### config.mk
export PLATFORM = sky130hd
export DESIGN_NAME = lc3Top
export DESIGN_NICKNAME = d
export VERILOG_FILES = /design/src/verilog/lc3Pkg.sv /design/src/verilog/lc3Ifs.sv /design/src/verilog/lc3RegFile.sv /design/src/verilog/lc3Datapath.sv /design/src/verilog/lc3Control.sv /design/src/verilog/lc3BusMaster.sv /design/src/verilog/lc3Top.sv
export SDC_FILE = /design/constraint.sdc
export NUM_CORES = 1
export LEC_CHECK = 0
export BUFFER_PORTS_ARGS = -buffer_cell sky130_fd_sc_hd__buf_2
export CAP_MARGIN = 10
export CORE_ASPECT_RATIO = 1.2
export CORE_MARGIN = 1
export CORE_UTILIZATION = 40
export DETAILED_ROUTE_END_ITERATION = 16
export SLEW_MARGIN = 20
export SYNTH_ARGS = -nofsm -noshare
export SYNTH_HDL_FRONTEND = slang
export SYNTH_SLANG_ARGS = --single-unit
### constraint.sdc
create_clock -name Clk -period 5.02 [get_ports Clk]
set_input_delay 1.004 -clock Clk [delete_from_list [all_inputs] [get_ports Clk]]
set_output_delay 1.004 -clock Clk [all_outputs]
set_load 0.1 [all_outputs]
### src/verilog/lc3Pkg.sv
package lc3Pkg;

    // opcode field IR[15:12], LC-3 encoding with 1101 reused for LED
    typedef enum logic [3:0] {
        opBr   = 4'b0000,
        opAdd  = 4'b0001,
        opLd   = 4'b0010,
        opSt   = 4'b0011,
        opJsr  = 4'b0100,
        opAnd  = 4'b0101,
        opLdr  = 4'b0110,
        opStr  = 4'b0111,
        opRti  = 4'b1000,
        opNot  = 4'b1001,
        opLdi  = 4'b1010,
        opSti  = 4'b1011,
        opJmp  = 4'b1100,
        opLed  = 4'b1101,
        opLea  = 4'b1110,
        opTrap = 4'b1111
    } opcodeT;

    typedef enum logic [3:0] {
        fetchAddr,
        fetchMem,
        fetchIr,
        decode,
        execAlu,
        execLea,
        execBr,
        execJmp,
        execJsr,
        execLed,
        memAddr,
        memRead,
        memLoad,
        memStData,
        memWrite
    } stateT;

    // one driver on the shared bus at a time
    typedef enum logic [1:0] {busPc, busMdr, busAlu, busMarMux} busSelT;

    typedef enum logic [1:0] {aluAdd, aluAnd, aluNot, aluPassA} aluFnT;

    typedef enum logic [1:0] {pcInc, pcBus, pcAdder} pcSelT;

    typedef enum logic [1:0] {addr2Zero, addr2Off6, addr2Off9, addr2Off11} addr2SelT;

endpackage

### src/verilog/lc3Ifs.sv
// control signals into the datapath, IR and BEN back out
interface lc3CtrlIf import lc3Pkg::*; ();
    logic        ldMar, ldMdr, ldIr, ldBen, ldCc, ldReg, ldPc, ldLed;
    busSelT      busSel;
    pcSelT       pcSel;
    aluFnT       aluFn;
    addr2SelT    addr2Sel;
    logic        drSel7;
    logic        sr1FromBaseR;
    logic        addr1FromReg;
    logic        mdrFromMem;
    logic [15:0] ir;
    logic        ben;

    modport ctrl (
        output ldMar, ldMdr, ldIr, ldBen, ldCc, ldReg, ldPc, ldLed,
        output busSel, pcSel, aluFn, addr2Sel,
        output drSel7, sr1FromBaseR, addr1FromReg, mdrFromMem,
        input  ir, ben
    );

    modport dp (
        input  ldMar, ldMdr, ldIr, ldBen, ldCc, ldReg, ldPc, ldLed,
        input  busSel, pcSel, aluFn, addr2Sel,
        input  drSel7, sr1FromBaseR, addr1FromReg, mdrFromMem,
        output ir, ben
    );
endinterface

// req is held until the one-cycle done pulse
interface lc3MemIf ();
    logic        req;
    logic        we;
    logic [15:0] addr;
    logic [15:0] wrData;
    logic [15:0] rdData;
    logic        done;

    modport ctrl (output req, we, input done);
    modport dp (output addr, wrData, input rdData);
    modport bus (input req, we, addr, wrData, output rdData, done);
endinterface

### src/verilog/lc3RegFile.sv
module lc3RegFile (
    input  logic        Clk,
    input  logic        reset,
    input  logic        we,
    input  logic [2:0]  dr,
    input  logic [2:0]  sr1,
    input  logic [2:0]  sr2,
    input  logic [15:0] wrData,
    output logic [15:0] sr1Out,
    output logic [15:0] sr2Out
);

    logic [15:0] regs [8];

    always_ff @(posedge Clk) begin
        if (reset) begin
            for (int i = 0; i < 8; i++) begin
                regs[i] <= '0;
            end
        end else if (we) begin
            regs[dr] <= wrData;
        end
    end

    // read ports see the old value during a write
    assign sr1Out = regs[sr1];
    assign sr2Out = regs[sr2];

endmodule

### src/verilog/lc3Datapath.sv
module lc3Datapath import lc3Pkg::*; #(
    parameter logic [15:0] resetPc = 16'h3000
) (
    input  logic        Clk,
    input  logic        reset,
    lc3CtrlIf.dp        ctrl,
    lc3MemIf.dp         mem,
    output logic [11:0] led
);

    logic [15:0] mar, mdr, ir, pc;
    logic [2:0]  nzp;
    logic        ben;

    logic [15:0] dataBus;
    logic [15:0] aluOut, aluB;
    logic [15:0] addr1, addr2, adderSum;
    logic [15:0] pcNext;
    logic [15:0] sr1Out, sr2Out;
    logic [2:0]  dr, sr1;
    logic [2:0]  nzpNext;

    // register file, written from the bus
    assign dr  = ctrl.drSel7 ? 3'd7 : ir[11:9];
    assign sr1 = ctrl.sr1FromBaseR ? ir[8:6] : ir[11:9];

    lc3RegFile uRegFile (
        .Clk    (Clk),
        .reset  (reset),
        .we     (ctrl.ldReg),
        .dr     (dr),
        .sr1    (sr1),
        .sr2    (ir[2:0]),
        .wrData (dataBus),
        .sr1Out (sr1Out),
        .sr2Out (sr2Out)
    );

    // IR[5] picks imm5 over SR2
    assign aluB = ir[5] ? {{11{ir[4]}}, ir[4:0]} : sr2Out;

    always_comb begin
        case (ctrl.aluFn)
            aluAdd:  aluOut = sr1Out + aluB;
            aluAnd:  aluOut = sr1Out & aluB;
            aluNot:  aluOut = ~sr1Out;
            default: aluOut = sr1Out;
        endcase
    end

    // address adder
    assign addr1 = ctrl.addr1FromReg ? sr1Out : pc;

    always_comb begin
        case (ctrl.addr2Sel)
            addr2Off6:  addr2 = {{10{ir[5]}}, ir[5:0]};
            addr2Off9:  addr2 = {{7{ir[8]}}, ir[8:0]};
            addr2Off11: addr2 = {{5{ir[10]}}, ir[10:0]};
            default:    addr2 = '0;
        endcase
    end

    assign adderSum = addr1 + addr2;

    always_comb begin
        case (ctrl.busSel)
            busPc:   dataBus = pc;
            busMdr:  dataBus = mdr;
            busAlu:  dataBus = aluOut;
            default: dataBus = adderSum;
        endcase
    end

    always_comb begin
        case (ctrl.pcSel)
            pcBus:   pcNext = dataBus;
            pcAdder: pcNext = adderSum;
            default: pcNext = pc + 16'd1;
        endcase
    end

    // condition codes from whatever is on the bus
    assign nzpNext = dataBus[15] ? 3'b100 : (dataBus == '0) ? 3'b010 : 3'b001;

    always_ff @(posedge Clk) begin
        if (reset) begin
            pc  <= resetPc;
            ir  <= '0;
            nzp <= 3'b010;
            ben <= 1'b0;
            led <= '0;
        end else begin
            if (ctrl.ldPc) pc <= pcNext;
            if (ctrl.ldIr) ir <= dataBus;
            if (ctrl.ldCc) nzp <= nzpNext;
            if (ctrl.ldBen) ben <= |(ir[11:9] & nzp);
            if (ctrl.ldLed) led <= ir[11:0];
        end
    end

    always_ff @(posedge Clk) begin
        if (ctrl.ldMar) mar <= dataBus;
        if (ctrl.ldMdr) mdr <= ctrl.mdrFromMem ? mem.rdData : dataBus;
    end

    assign mem.addr   = mar;
    assign mem.wrData = mdr;
    assign ctrl.ir    = ir;
    assign ctrl.ben   = ben;

endmodule

### src/verilog/lc3Control.sv
module lc3Control import lc3Pkg::*; (
    input logic  Clk,
    input logic  reset,
    lc3CtrlIf.ctrl ctrl,
    lc3MemIf.ctrl  mem
);

    stateT  state, stateNext;
    opcodeT opcode;
    logic   baseRel;

    assign opcode  = opcodeT'(ctrl.ir[15:12]);
    // LDR and STR address off a base register
    assign baseRel = (opcode == opLdr) || (opcode == opStr);

    always_ff @(posedge Clk) begin
        if (reset) begin
            state <= fetchAddr;
        end else begin
            state <= stateNext;
        end
    end

    always_comb begin
        stateNext         = state;
        ctrl.ldMar        = 1'b0;
        ctrl.ldMdr        = 1'b0;
        ctrl.ldIr         = 1'b0;
        ctrl.ldBen        = 1'b0;
        ctrl.ldCc         = 1'b0;
        ctrl.ldReg        = 1'b0;
        ctrl.ldPc         = 1'b0;
        ctrl.ldLed        = 1'b0;
        ctrl.busSel       = busPc;
        ctrl.pcSel        = pcInc;
        ctrl.aluFn        = aluPassA;
        ctrl.addr2Sel     = addr2Zero;
        ctrl.drSel7       = 1'b0;
        ctrl.sr1FromBaseR = 1'b1;
        ctrl.addr1FromReg = 1'b0;
        ctrl.mdrFromMem   = 1'b0;
        mem.req           = 1'b0;
        mem.we            = 1'b0;

        case (state)
            fetchAddr: begin
                ctrl.busSel = busPc;
                ctrl.ldMar  = 1'b1;
                ctrl.ldPc   = 1'b1;
                stateNext   = fetchMem;
            end
            fetchMem: begin
                mem.req         = 1'b1;
                ctrl.mdrFromMem = 1'b1;
                ctrl.ldMdr      = mem.done;
                if (mem.done) stateNext = fetchIr;
            end
            fetchIr: begin
                ctrl.busSel = busMdr;
                ctrl.ldIr   = 1'b1;
                stateNext   = decode;
            end
            decode: begin
                ctrl.ldBen = 1'b1;
                case (opcode)
                    opAdd, opAnd, opNot:      stateNext = execAlu;
                    opBr:                     stateNext = execBr;
                    opJmp:                    stateNext = execJmp;
                    opJsr:                    stateNext = execJsr;
                    opLea:                    stateNext = execLea;
                    opLed:                    stateNext = execLed;
                    opLd, opLdr, opSt, opStr: stateNext = memAddr;
                    default:                  stateNext = fetchAddr;
                endcase
            end
            execAlu: begin
                ctrl.busSel = busAlu;
                ctrl.aluFn  = (opcode == opAnd) ? aluAnd :
                              (opcode == opNot) ? aluNot : aluAdd;
                ctrl.ldReg  = 1'b1;
                ctrl.ldCc   = 1'b1;
                stateNext   = fetchAddr;
            end
            execLea: begin
                ctrl.addr2Sel = addr2Off9;
                ctrl.busSel   = busMarMux;
                ctrl.ldReg    = 1'b1;
                stateNext     = fetchAddr;
            end
            execBr: begin
                ctrl.addr2Sel = addr2Off9;
                ctrl.pcSel    = pcAdder;
                ctrl.ldPc     = ctrl.ben;
                stateNext     = fetchAddr;
            end
            execJmp: begin
                // BaseR passes through the ALU onto the bus
                ctrl.busSel = busAlu;
                ctrl.pcSel  = pcBus;
                ctrl.ldPc   = 1'b1;
                stateNext   = fetchAddr;
            end
            execJsr: begin
                // link and jump share the edge, target uses the old R7
                ctrl.busSel       = busPc;
                ctrl.drSel7       = 1'b1;
                ctrl.ldReg        = 1'b1;
                ctrl.pcSel        = pcAdder;
                ctrl.ldPc         = 1'b1;
                ctrl.addr1FromReg = !ctrl.ir[11];
                ctrl.addr2Sel     = ctrl.ir[11] ? addr2Off11 : addr2Zero;
                stateNext         = fetchAddr;
            end
            execLed: begin
                ctrl.ldLed = 1'b1;
                stateNext  = fetchAddr;
            end
            memAddr: begin
                ctrl.addr1FromReg = baseRel;
                ctrl.addr2Sel     = baseRel ? addr2Off6 : addr2Off9;
                ctrl.busSel       = busMarMux;
                ctrl.ldMar        = 1'b1;
                stateNext = (opcode == opLd || opcode == opLdr) ? memRead : memStData;
            end
            memRead: begin
                mem.req         = 1'b1;
                ctrl.mdrFromMem = 1'b1;
                ctrl.ldMdr      = mem.done;
                if (mem.done) stateNext = memLoad;
            end
            memLoad: begin
                ctrl.busSel = busMdr;
                ctrl.ldReg  = 1'b1;
                ctrl.ldCc   = 1'b1;
                stateNext   = fetchAddr;
            end
            memStData: begin
                // store source is IR[11:9]
                ctrl.sr1FromBaseR = 1'b0;
                ctrl.busSel       = busAlu;
                ctrl.ldMdr        = 1'b1;
                stateNext         = memWrite;
            end
            memWrite: begin
                mem.req = 1'b1;
                mem.we  = 1'b1;
                if (mem.done) stateNext = fetchAddr;
            end
            default: stateNext = fetchAddr;
        endcase
    end

endmodule

### src/verilog/lc3BusMaster.sv
module lc3BusMaster (
    input  logic        Clk,
    input  logic        reset,
    lc3MemIf.bus        mem,
    output logic [15:0] wbAdr,
    output logic [15:0] wbDatO,
    input  logic [15:0] wbDatI,
    output logic        wbWe,
    output logic        wbCyc,
    output logic        wbStb,
    input  logic        wbAck
);

    typedef enum logic {bmIdle, bmActive} bmStateT;

    bmStateT state;
    logic    start, finish;

    // req is still high in the done cycle, so that cycle must not restart
    assign start  = (state == bmIdle) && mem.req && !mem.done;
    assign finish = (state == bmActive) && wbAck;

    always_ff @(posedge Clk) begin
        if (reset) begin
            state    <= bmIdle;
            wbCyc    <= 1'b0;
            wbStb    <= 1'b0;
            wbWe     <= 1'b0;
            mem.done <= 1'b0;
        end else begin
            mem.done <= finish;
            if (start) begin
                state <= bmActive;
                wbCyc <= 1'b1;
                wbStb <= 1'b1;
                wbWe  <= mem.we;
            end else if (finish) begin
                state <= bmIdle;
                wbCyc <= 1'b0;
                wbStb <= 1'b0;
                wbWe  <= 1'b0;
            end
        end
    end

    // address and data held stable for the whole cycle
    always_ff @(posedge Clk) begin
        if (start) begin
            wbAdr  <= mem.addr;
            wbDatO <= mem.wrData;
        end
        if (finish) mem.rdData <= wbDatI;
    end

endmodule

### src/verilog/lc3Top.sv
module lc3Top #(
    parameter logic [15:0] resetPc = 16'h3000
) (
    input  logic        Clk,
    input  logic        reset,
    output logic [15:0] wbAdr,
    output logic [15:0] wbDatO,
    input  logic [15:0] wbDatI,
    output logic        wbWe,
    output logic        wbCyc,
    output logic        wbStb,
    input  logic        wbAck,
    output logic [11:0] led
);

    lc3CtrlIf ctrlBus ();
    lc3MemIf  memBus ();

    lc3Control uControl (
        .Clk   (Clk),
        .reset (reset),
        .ctrl  (ctrlBus.ctrl),
        .mem   (memBus.ctrl)
    );

    lc3Datapath #(.resetPc(resetPc)) uDatapath (
        .Clk   (Clk),
        .reset (reset),
        .ctrl  (ctrlBus.dp),
        .mem   (memBus.dp),
        .led   (led)
    );

    lc3BusMaster uBusMaster (
        .Clk    (Clk),
        .reset  (reset),
        .mem    (memBus.bus),
        .wbAdr  (wbAdr),
        .wbDatO (wbDatO),
        .wbDatI (wbDatI),
        .wbWe   (wbWe),
        .wbCyc  (wbCyc),
        .wbStb  (wbStb),
        .wbAck  (wbAck)
    );

endmodule

==> run metrics, run 1 <==
Min Hold Slack=420.9 ps; skew final=19.98 ps; Clock Tree Root=clkbuf_16; Port Buf Inserts=65; async set-reset flop share out of synthesis=0; DR WL/cell=24.92 um; CTS sink cnt=270; vias=13775; ANT cells=0; outcome=completed; # Max-Cap Violations=0; Slew headroom=0.2536; number of warnings issued by yosys=0; vias per cell=6.039; Final Max Slew Viols=0; Overflow after GRT=0; Internal Power=0.003903 W; Sw Share=0.2626; placed cells=2223; cts hold-fix bufs=0; hold path cells=0; Comb power frac=0.106; CTS tree=built; CTS clk-pin slew, worst paths=70 ps; Hold Crit Class=register to register; crit-path max FO=25; Final nets=1788; share of cells above drive strength 1=0.2080; post-synth cell types=93; critical path launch point type=register; I/O pin total=66; Yosys reg bits=270; DRC viols=0; Clock power frac=0.415; share of the synthesized area in the top cell type=0.3918; Post-synth EDFFs=208; Most Crowded Layer GR=met2; clk_lat worst skew=590 ps; hold path startpoint=uDatapath.mem.addr[10]; FF-to-FF Start=uControl.state[1]; H-Tree Depth=1; Fillers=3630; Post-Syn Area=15940 um^2; Slew @ Worst Pin=1116 ps; post-route minimum period=4829 ps; Crit path required time=5500 ps; Post-DP HPWL=41580 um; Final Instance Count excl. Fillers=2281; global-route usage over all layers=0.2803; Area growth, synth to finish=17.45%; cell leakage power=7.018 nW; Core ar.=39040 um^2; 1st-pass router iterations=6; P_sw=0.001390 W; met3 GRT Util=0.03736; Synth area leader=edfxtp_1; Iter 0 DRT Violations=1447; first-pass GRT wire length=83560 um; Post-Syn Area per Cell=9.878 um^2; chip width=184.2 um; post-route ant nets=0; Synthesized Nets=1669; Initial Util=0.4083; Setup violations, final=0; vias in the first global route=13359; Max Clk Rate=207.1 MHz; die area=40660 um^2; crit path kind=register to register; met1 Usage GRT=0.3434; Inserted Clock Buffers=28; Final Hold Violating Endpoints=0; reg2reg setup slack=190 ps; synth top area cells=edfxtp_1, dfxtp_1, nor2_1; commonest cells after routing, fill and taps aside=nor2_1, edfxtp_1, nand2_1, buf_4, a21oi_1; R2R cell count=21; crit end category=register; register area share after synthesis=0.4696; Main synth FF type=edfxtp_1; sequential group share of total power=0.479; Pwr Density=282.6 nW/um^2; Reg2Reg Capture Point=uDatapath.nzp[0]; Arrival @ worst endpoint=5310 ps; FP Rows=79; die height=220.7 um; area of placed instances=17560 um^2; maximum clock insertion buffer count=3; gp weighted congestion=0.9888; number of antenna violations at the first check in global routing=0; cell count after synthesis=1614; Hold EP=uBusMaster.wbAdr[10]; most common cell after layout, fill and taps aside=nor2_1; final wirelength=56840 um; final core occ=0.4796; M2 GR Usage=0.4698; largest net degree at the start of global routing=49; fin crit share=0.9620; sum of negative setup slack=0 ps; final instance area=18730 um^2; Worst IR Drop VDD=303.9 uV
[synth_stat cells (all sizes together) (6+ instances only)]
library cell / count
buf: 30
nand4: 11
nand2: 169
a22oi: 18
o21a: 9
mux2i: 49
mux4: 38
inv: 47
a32oi: 9
xnor2: 13
a221oi: 19
o22ai: 17
nor3: 25
nand3: 33
a211oi: 30
clkbuf: 89
dfxtp: 62
a21o: 14
nor2b: 34
xor2: 7
or3: 12
a221o: 6
o22a: 7
a21oi: 98
o2111ai: 6
nand3b: 6
ha: 34
edfxtp: 208
mux2: 14
nand2b: 20
or2: 13
and2: 7
o221ai: 6
o211ai: 13
o21ai: 88
a31oi: 15
nor4: 8
nor2: 240
and3: 10
[power groups by stage]
stage | Clock (W) | Combinational [W] | Sequential (W)
final | 0.00220 | 0.000560 | 0.00253
after global routing | 0.00232 | 0.000590 | 0.00254
after CTS | 0.00223 | 0.000550 | 0.00253
after detailed placement | 0 | 0.000548 | 0.00258
after global placement | 0 | 0.000545 | 0.00258
after floorplan | 0 | 0.000240 | 0.00271
[worst max path at each step]
stage	slack, ps	startpoint	end	cells past startpoint
3_5_place_dp	-190	uControl.state[1]	uDatapath.nzp[0]	20
6_report	190	uControl.state[1]	uDatapath.nzp[0]	21
5_1_grt	-80	uControl.state[1]	uDatapath.nzp[0]	21
4_1_cts	30	uControl.state[1]	uDatapath.pc[7]	19
3_3_place_gp	-150	uControl.state[1]	uDatapath.nzp[0]	20
2_1_floorplan	450	register	uDatapath.nzp[0]	17
[flip-flops by register name, indices dropped and copies added (netlist names), named ones only]
signal	cells
uBusMaster.mem.done	1
uBusMaster.mem.rdData	16
uBusMaster.wbAdr	16
uBusMaster.wbCyc	1
uBusMaster.wbDatO	16
uBusMaster.wbWe	1
uControl.state	4
uDatapath.ctrl.ben	1
uDatapath.ctrl.ir	16
uDatapath.led	12
uDatapath.mem.addr	16
uDatapath.mem.wrData	16
uDatapath.nzp	3
uDatapath.pc	16
uDatapath.uRegFile.regs	128
[timing repair]
item	in CTS	in global routing
gates resized for setup	3	34
pin swaps	0	3
setup endpoints to repair	3	77
setup buffers	0	5
gates cloned	0	1
[routing by layer]
metal	vias to the layer above	share of wire
li1	6254	-
met1	6759	0.39
met2	614	0.49
met3	148	0.067
met4	0	0.062
met5	-	0
[worst max-delay path, cell delays in order, from the launching register on]
cell	delay, ps
dfxtp_1	360
nand4b_4	190
buf_12	190
mux2i_4	370
buf_6	190
nand2_1	60
a32o_1	250
a221oi_2	220
buf_4	190
mux2_2	150
ha_1	250
a21oi_2	220
nand2b_1	160
nand4_1	130
a311o_1	370
a31oi_1	240
a32o_1	190
inv_1	100
a2111oi_4	370
and4b_1	230
nand4b_1	120
and3_1	170
[area by class of cell]
cell class | instances | area, um^2 | area share
Clock inverter | 15 | 141.4 | 0.007550
Tap cell | 526 | 658.1 | 0.03515
Inverter | 50 | 187.7 | 0.01002
Clock buffer | 37 | 828.3 | 0.04423
Timing Repair Buffer | 207 | 1489 | 0.07951
Sequential cell | 270 | 7490 | 0.4000
Multi-Input combinational cell | 1176 | 7931 | 0.4236
[metrics by stage]
stage	total power (W)	setup slack, ps
floorplan	0.002947	446.9
global placement	0.003122	-155.0
detailed placement	0.003129	-190.7
CTS	0.005307	31.24
global route	0.005449	-79.87
finish	0.005293	190.8
[cell families (layout without fill, tap and decap cells)]
group,after synthesis,in the layout,synth area share
and+or+nand+nor,608,608,0.1748
adders and majority gates,38,38,0.03045
DFF,270,270,0.4696
AOI/OAI and AO/OA,408,408,0.1727
xor gates and xnor gates,20,20,0.01146
muxes,101,102,0.09708
buffers and inverters,169,309,0.04387
Power figures use the tool's default switching activity.
==> inputs of run 2 (changes only) <==
- PLACE_DENSITY: not set -> 0.56
==> run 2 against run 1 <==
  * Combinational power shrank 1%
  * Global-route usage shrank 0.67 points
  * First-iteration DRC count shrank 7.1%
  * Count of clock-buffer cells in the layout grew 2
  * Power shrank 1.8%
  * Die area is the same
  * Clock skew shrank 3.5 ps
  * Core utilization shrank 0.15 points
  * Maximum frequency grew 0.18%
  * Via count shrank 0.69%
  * Clock power shrank 4%
  * Critical path type unchanged
  * Hold slack lost 9.9 ps
==> run metrics, run 2 (synthesis results as in run 1) <==
cell leakage power=6.989 nW; gp weighted congestion=0.9886; most common cell after layout, fill and taps aside=nor2_1; largest net degree at the start of global routing=49; hold path cells=0; Overflow after GRT=0; Final Hold Violating Endpoints=0; area of the multi-input gates=7913 um^2; Setup violations, final=0; maximum clock insertion buffer count=3; Tot Pwr=0.005196 W; die height=220.7 um; ANT cells=0; chip width=184.2 um; R2R cell count=21; Iter 0 DRT Violations=1344; crit path kind=register to register; Slowest Stage Delay on Critical Path=370 ps; Sequential cell area=7490 um^2; Hold Crit Class=register to register; Initial Util=0.4083; worst-path cell chain=nand4b_2 > mux2_4 > buf_4 > buf_4 > nand2_1 > a32oi_1 > nand3_1 > o21ai_0 > ha_1 > nor2b_2 > buf_4 > o2111ai_1 > nand4_1 > a311o_1 > a31oi_1 > a32o_1 > inv_1 > a2111oi_2 > and4b_1 > nand4b_1 > and3_1; outcome=completed; Slew @ Worst Pin=1002 ps; I/O pin total=66; CTS tree=built; crit-path max FO=10; skew final=16.44 ps; Worst IR Drop VDD=228.1 uV; vias in the first global route=13230; first-pass GRT wire length=81990 um; Slew headroom=0.3321; DR WL/cell=24.23 um; reg2reg setup slack=200 ps; commonest cells after routing, fill and taps aside=nor2_1, edfxtp_1, nand2_1, buf_4, a21oi_1; number of antenna violations at the first check in global routing=0; Max Clk Rate=207.4 MHz; # Max-Cap Violations=0; Final nets=1794; Arrival @ worst endpoint=5300 ps; Post-DP HPWL=41940 um; final wirelength=55410 um; share of cells above drive strength 1=0.2095; vias per cell=5.982; final core occ=0.4781; Largest register FFs=128; critical path launch point type=register; Port Buf Inserts=65; Fillers=3633; Core ar.=39040 um^2; post-route minimum period=4821 ps; FP Rows=79; die area=40660 um^2; RSZ-0062 raised after global routing=true; Biggest register=uDatapath.uRegFile.regs; CTS clk-pin slew, worst paths=70 ps; H-Tree Depth=1; global-route usage over all layers=0.2736; clk_lat worst skew=580 ps; DRC viols=0; Crit-path slowest cell=a311o_1; FF-to-FF Start=uControl.state[1]; Area growth, synth to finish=17.09%; post-route ant nets=0; hold path startpoint=uDatapath.mem.addr[15]; Reg2Reg Capture Point=uDatapath.nzp[0]; Crit path required time=5500 ps; CTS sink cnt=270; cts hold-fix bufs=0; vias=13680; Final Max Slew Viols=0; Pwr Density=278.4 nW/um^2; crit end category=register; 1st-pass router iterations=6; Hold EP=uBusMaster.wbAdr[15]; Clock Tree Root=clkbuf_16; Inserted Clock Buffers=29; fin crit share=0.9603; most frequent CP cell=buf_4
run 2: cell count changes in the layout (fill, tap and decap cells not counted), moves of 3 or more:
cell | previous run | this run
buf_4 | 131 | 144
clkinv_2 | 6 | 2
buf_12 | 6 | 2
o21ai_1 | 7 | 4
run 2: worst max-delay path, delay by kind of cell, from the launching register on:
kind            cells  cell delay [ps]
compound gates      7             1790
fa+ha+maj           1              300
buf+inv             4              600
flops               1              320
mux                 1              300
simple gates        8             1410
run 2: final cells by class:
| cell class | count | area share |
|---|---|---|
| clock buffers | 39 | 0.04591 |
| multi-input cells | 1175 | 0.4239 |
| clock inverters | 14 | 0.005027 |
| inverters | 50 | 0.01005 |
| repair buffers | 213 | 0.07869 |
| flip-flops and latches | 270 | 0.4012 |
| well taps | 526 | 0.03525 |
run 2: through the flow:
stage / setup WS, ps / cell area (um^2) / hold slack [ps] / setup TNS, ps / std cells
floorplan: 446.9 / 15940 / 400.3 / 0 / 1614
CTS: 7.176 / 18490 / 411.7 / 0 / 2279
global placement: 49.51 / 17530 / 405.2 / 0 / 2226
finish: 199.3 / 18670 / 410.9 / 0 / 2287
global route: -48.99 / 18670 / 414.4 / -417.1 / 2287
detailed placement: 13.80 / 17530 / 405.4 / 0 / 2226
run 2: metal layers:
metal	share of wire	vias up	global-route usage	wire length, um
met3	0.061	134	0.03456	3389
met4	0.051	0	0.1369	2834
met2	0.49	539	0.4729	26930
li1	-	6268	-	-
met1	0.40	6739	0.3363	22260
met5	0	-	0	0
run 2: timing repair:
item / CTS / global route
buffers inserted: 0 / 8
pin swaps: 0 / 6
resized for setup: 1 / 31
endpoints found under the setup margin: 6 / 72
run 2: how the worst max path moves through the flow:
stage                            from               end  slack (ps)  cells past startpoint
floorplan                    register  uDatapath.nzp[0]         450                     17
global placement    uControl.state[1]  uDatapath.nzp[0]          50                     19
detailed placement  uControl.state[0]  uDatapath.nzp[0]          10                     19
CTS                 uControl.state[1]  uDatapath.nzp[0]           7                     22
global route        uControl.state[1]   uDatapath.pc[7]         -50                     21
finish              uControl.state[1]  uDatapath.nzp[0]         200                     21
run 2: power breakdown:
part	total, W	internal, W	leakage (nW)	switching [W]
clock	0.00211	0.00120	0.458	0.000908
combinational	0.000552	0.000150	3.95	0.000403
sequential	0.00253	0.00249	2.58	0.0000450
==> inputs of run 3 (changes only) <==
- CELL_PAD_IN_SITES_DETAIL_PLACEMENT: not set -> 0
- CELL_PAD_IN_SITES_GLOBAL_PLACEMENT: not set -> 1
- CORE_MARGIN: 1 -> 10
- PLACE_DENSITY: 0.56 -> 0.67
==> run 3 against run 2 <==
  * Count of clock-buffer cells in the layout shrank 7
  * Highest routed layer unchanged
  * Non-clock buffer count shrank 3
  * First-iteration DRC count shrank 11%
==> run metrics, run 3 (synthesis results as in run 1) <==
outcome=completed; Slew headroom=0.2668; CTS tree=built; share of cells above drive strength 1=0.2089; vias in the first global route=13430; die height=238.7 um; post-route minimum period=4842 ps; DRC viols=0; Sequential cell area=7488 um^2; Fillers=3779; critical path launch point type=register; chip width=202.2 um; worst-path cell chain=nand4b_2 > mux2_4 > buf_4 > mux2i_1 > a32o_1 > a221oi_1 > buf_4 > ha_1 > and3_1 > a2111o_1 > a31oi_1 > xnor2_1 > a221oi_2 > o21ai_2 > a221oi_4 > buf_2 > nor2_1; crit-path max FO=16; Crit-path slowest cell=a2111o_1; global-route usage over all layers=0.2355; clk_lat worst skew=600 ps; Iter 0 DRT Violations=1194; crit end category=register; first-pass GRT wire length=86350 um; area of the multi-input gates=7949 um^2; Sw Share=0.2734; Port Buf Inserts=65; final wirelength=59110 um; FP Rows=80; skew final=45.01 ps; largest net degree at the start of global routing=59; ANT cells=0; cell leakage power=6.943 nW; CTS clk-pin slew, worst paths=70 ps; Worst IR Drop VDD=258.4 uV; 1st-pass router iterations=6; Slowest Stage Delay on Critical Path=470 ps; Max Clk Rate=206.5 MHz; number of antenna violations at the first check in global routing=0; Setup WS post-layout=178.2 ps; Pwr Density=271.4 nW/um^2; post-route ant nets=0; I/O pin total=66; most frequent CP cell=buf_4; Crit path required time=5360 ps; H-Tree Depth=1; Biggest register=uDatapath.uRegFile.regs; fin crit share=0.9645; vias per cell=6.022; pre-CTS setup slack=-121.0 ps; die area=48270 um^2; Setup violations, final=0; gp weighted congestion=0.9877; Internal Power=0.003671 W; P_sw=0.001381 W; commonest cells after routing, fill and taps aside=nor2_1, edfxtp_1, nand2_1, buf_4, a21oi_1; DR WL/cell=25.81 um; # Max-Cap Violations=0; cts hold-fix bufs=0; Area growth, synth to finish=16.77%; most common cell after layout, fill and taps aside=nor2_1; RSZ-0062 raised after global routing=true; Inserted Clock Buffers=28; Clock Tree Root=clkbuf_16; final instance area=18620 um^2; maximum clock insertion buffer count=3; Post-DP HPWL=43950 um; Final Max Slew Viols=0; Core ar.=39540 um^2; Comb power frac=0.112; CTS sink cnt=270; Final nets=1790; final core occ=0.4709; vias=13791; area of placed instances=17560 um^2; crit path kind=register to register; Slew @ Worst Pin=1100 ps; Initial Util=0.4032; Overflow after GRT=0; Tot Pwr=0.005052 W; Largest register FFs=128; Clock power frac=0.387; Final Hold Violating Endpoints=0; sequential group share of total power=0.501; Arrival @ worst endpoint=5180 ps; Hold Crit Class=register to register
run 3: cell types whose count changed in the layout (fill, tap and decap cells not counted), sizes merged:
cell / change
clkinv: +7
clkbuf: -7
buf: -3
inv: -1
run 3: critical path: cells and delay by family (launching register included):
kind | cells | cell delay, ps
compound gates | 7 | 2010
buf+inv | 3 | 780
mux | 2 | 580
simple gates | 3 | 540
flops | 1 | 340
fa+ha+maj | 1 | 280
xor+xnor | 1 | 100
run 3: repair_timing:
action,4_1_cts,5_1_grt
cloned,0,1
resized for setup,6,38
endpoints found under the hold margin,0,0
setup buffers,0,3
setup endpoints to repair,1,42
pin swaps,0,4
run 3: through the flow:
| step | hold WS, ps | TNS, ps | std cells |
|---|---|---|---|
| floorplan | 400.3 | 0 | 1614 |
| global placement | 403.9 | -71.42 | 2234 |
| detailed placement | 405.6 | -121.0 | 2234 |
| CTS | 420.4 | 0 | 2286 |
| global route | 423.9 | -229.2 | 2290 |
| finish | 418.6 | 0 | 2290 |
run 3: path summary, 6_finish.rpt:
| path | start | endpoint | slack [ps] | depth (start not counted) |
|---|---|---|---|---|
| max | uControl.state[1] | uDatapath.uRegFile.regs[6][7] | 180 | 17 |
| min | uDatapath.mem.addr[12] | uBusMaster.wbAdr[12] | 420 | 0 |
| max reg2reg | uControl.state[1] | uDatapath.uRegFile.regs[6][7] | 180 | 17 |
| min reg2reg | uDatapath.mem.addr[12] | uBusMaster.wbAdr[12] | 420 | 0 |
run 3: final cells by class:
type / instances / share of cell area
multi-input combinational: 1175 / 0.4270
sequential: 270 / 0.4022
timing repair buffer: 210 / 0.07924
clock buffer: 32 / 0.03844
tap: 533 / 0.03582
inverter: 50 / 0.01008
clock inverter: 20 / 0.007191
run 3: per-layer routing:
layer	track usage	vias up	part of all wire
met1	0.2806	6896	0.40
met3	0.02277	138	0.050
li1	-	6257	-
met5	0	-	0
met4	0.1218	0	0.057
met2	0.4140	500	0.50
run 3: power by group through the flow:
| stage | logic [W] | clock network, W | registers [W] |
|---|---|---|---|
| 2_1_floorplan | 0.000240 | 0 | 0.00271 |
| 3_3_place_gp | 0.000556 | 0 | 0.00258 |
| 3_5_place_dp | 0.000557 | 0 | 0.00258 |
| 4_1_cts | 0.000559 | 0.00199 | 0.00253 |
| 5_1_grt | 0.000598 | 0.00207 | 0.00254 |
| 6_report | 0.000565 | 0.00195 | 0.00253 |
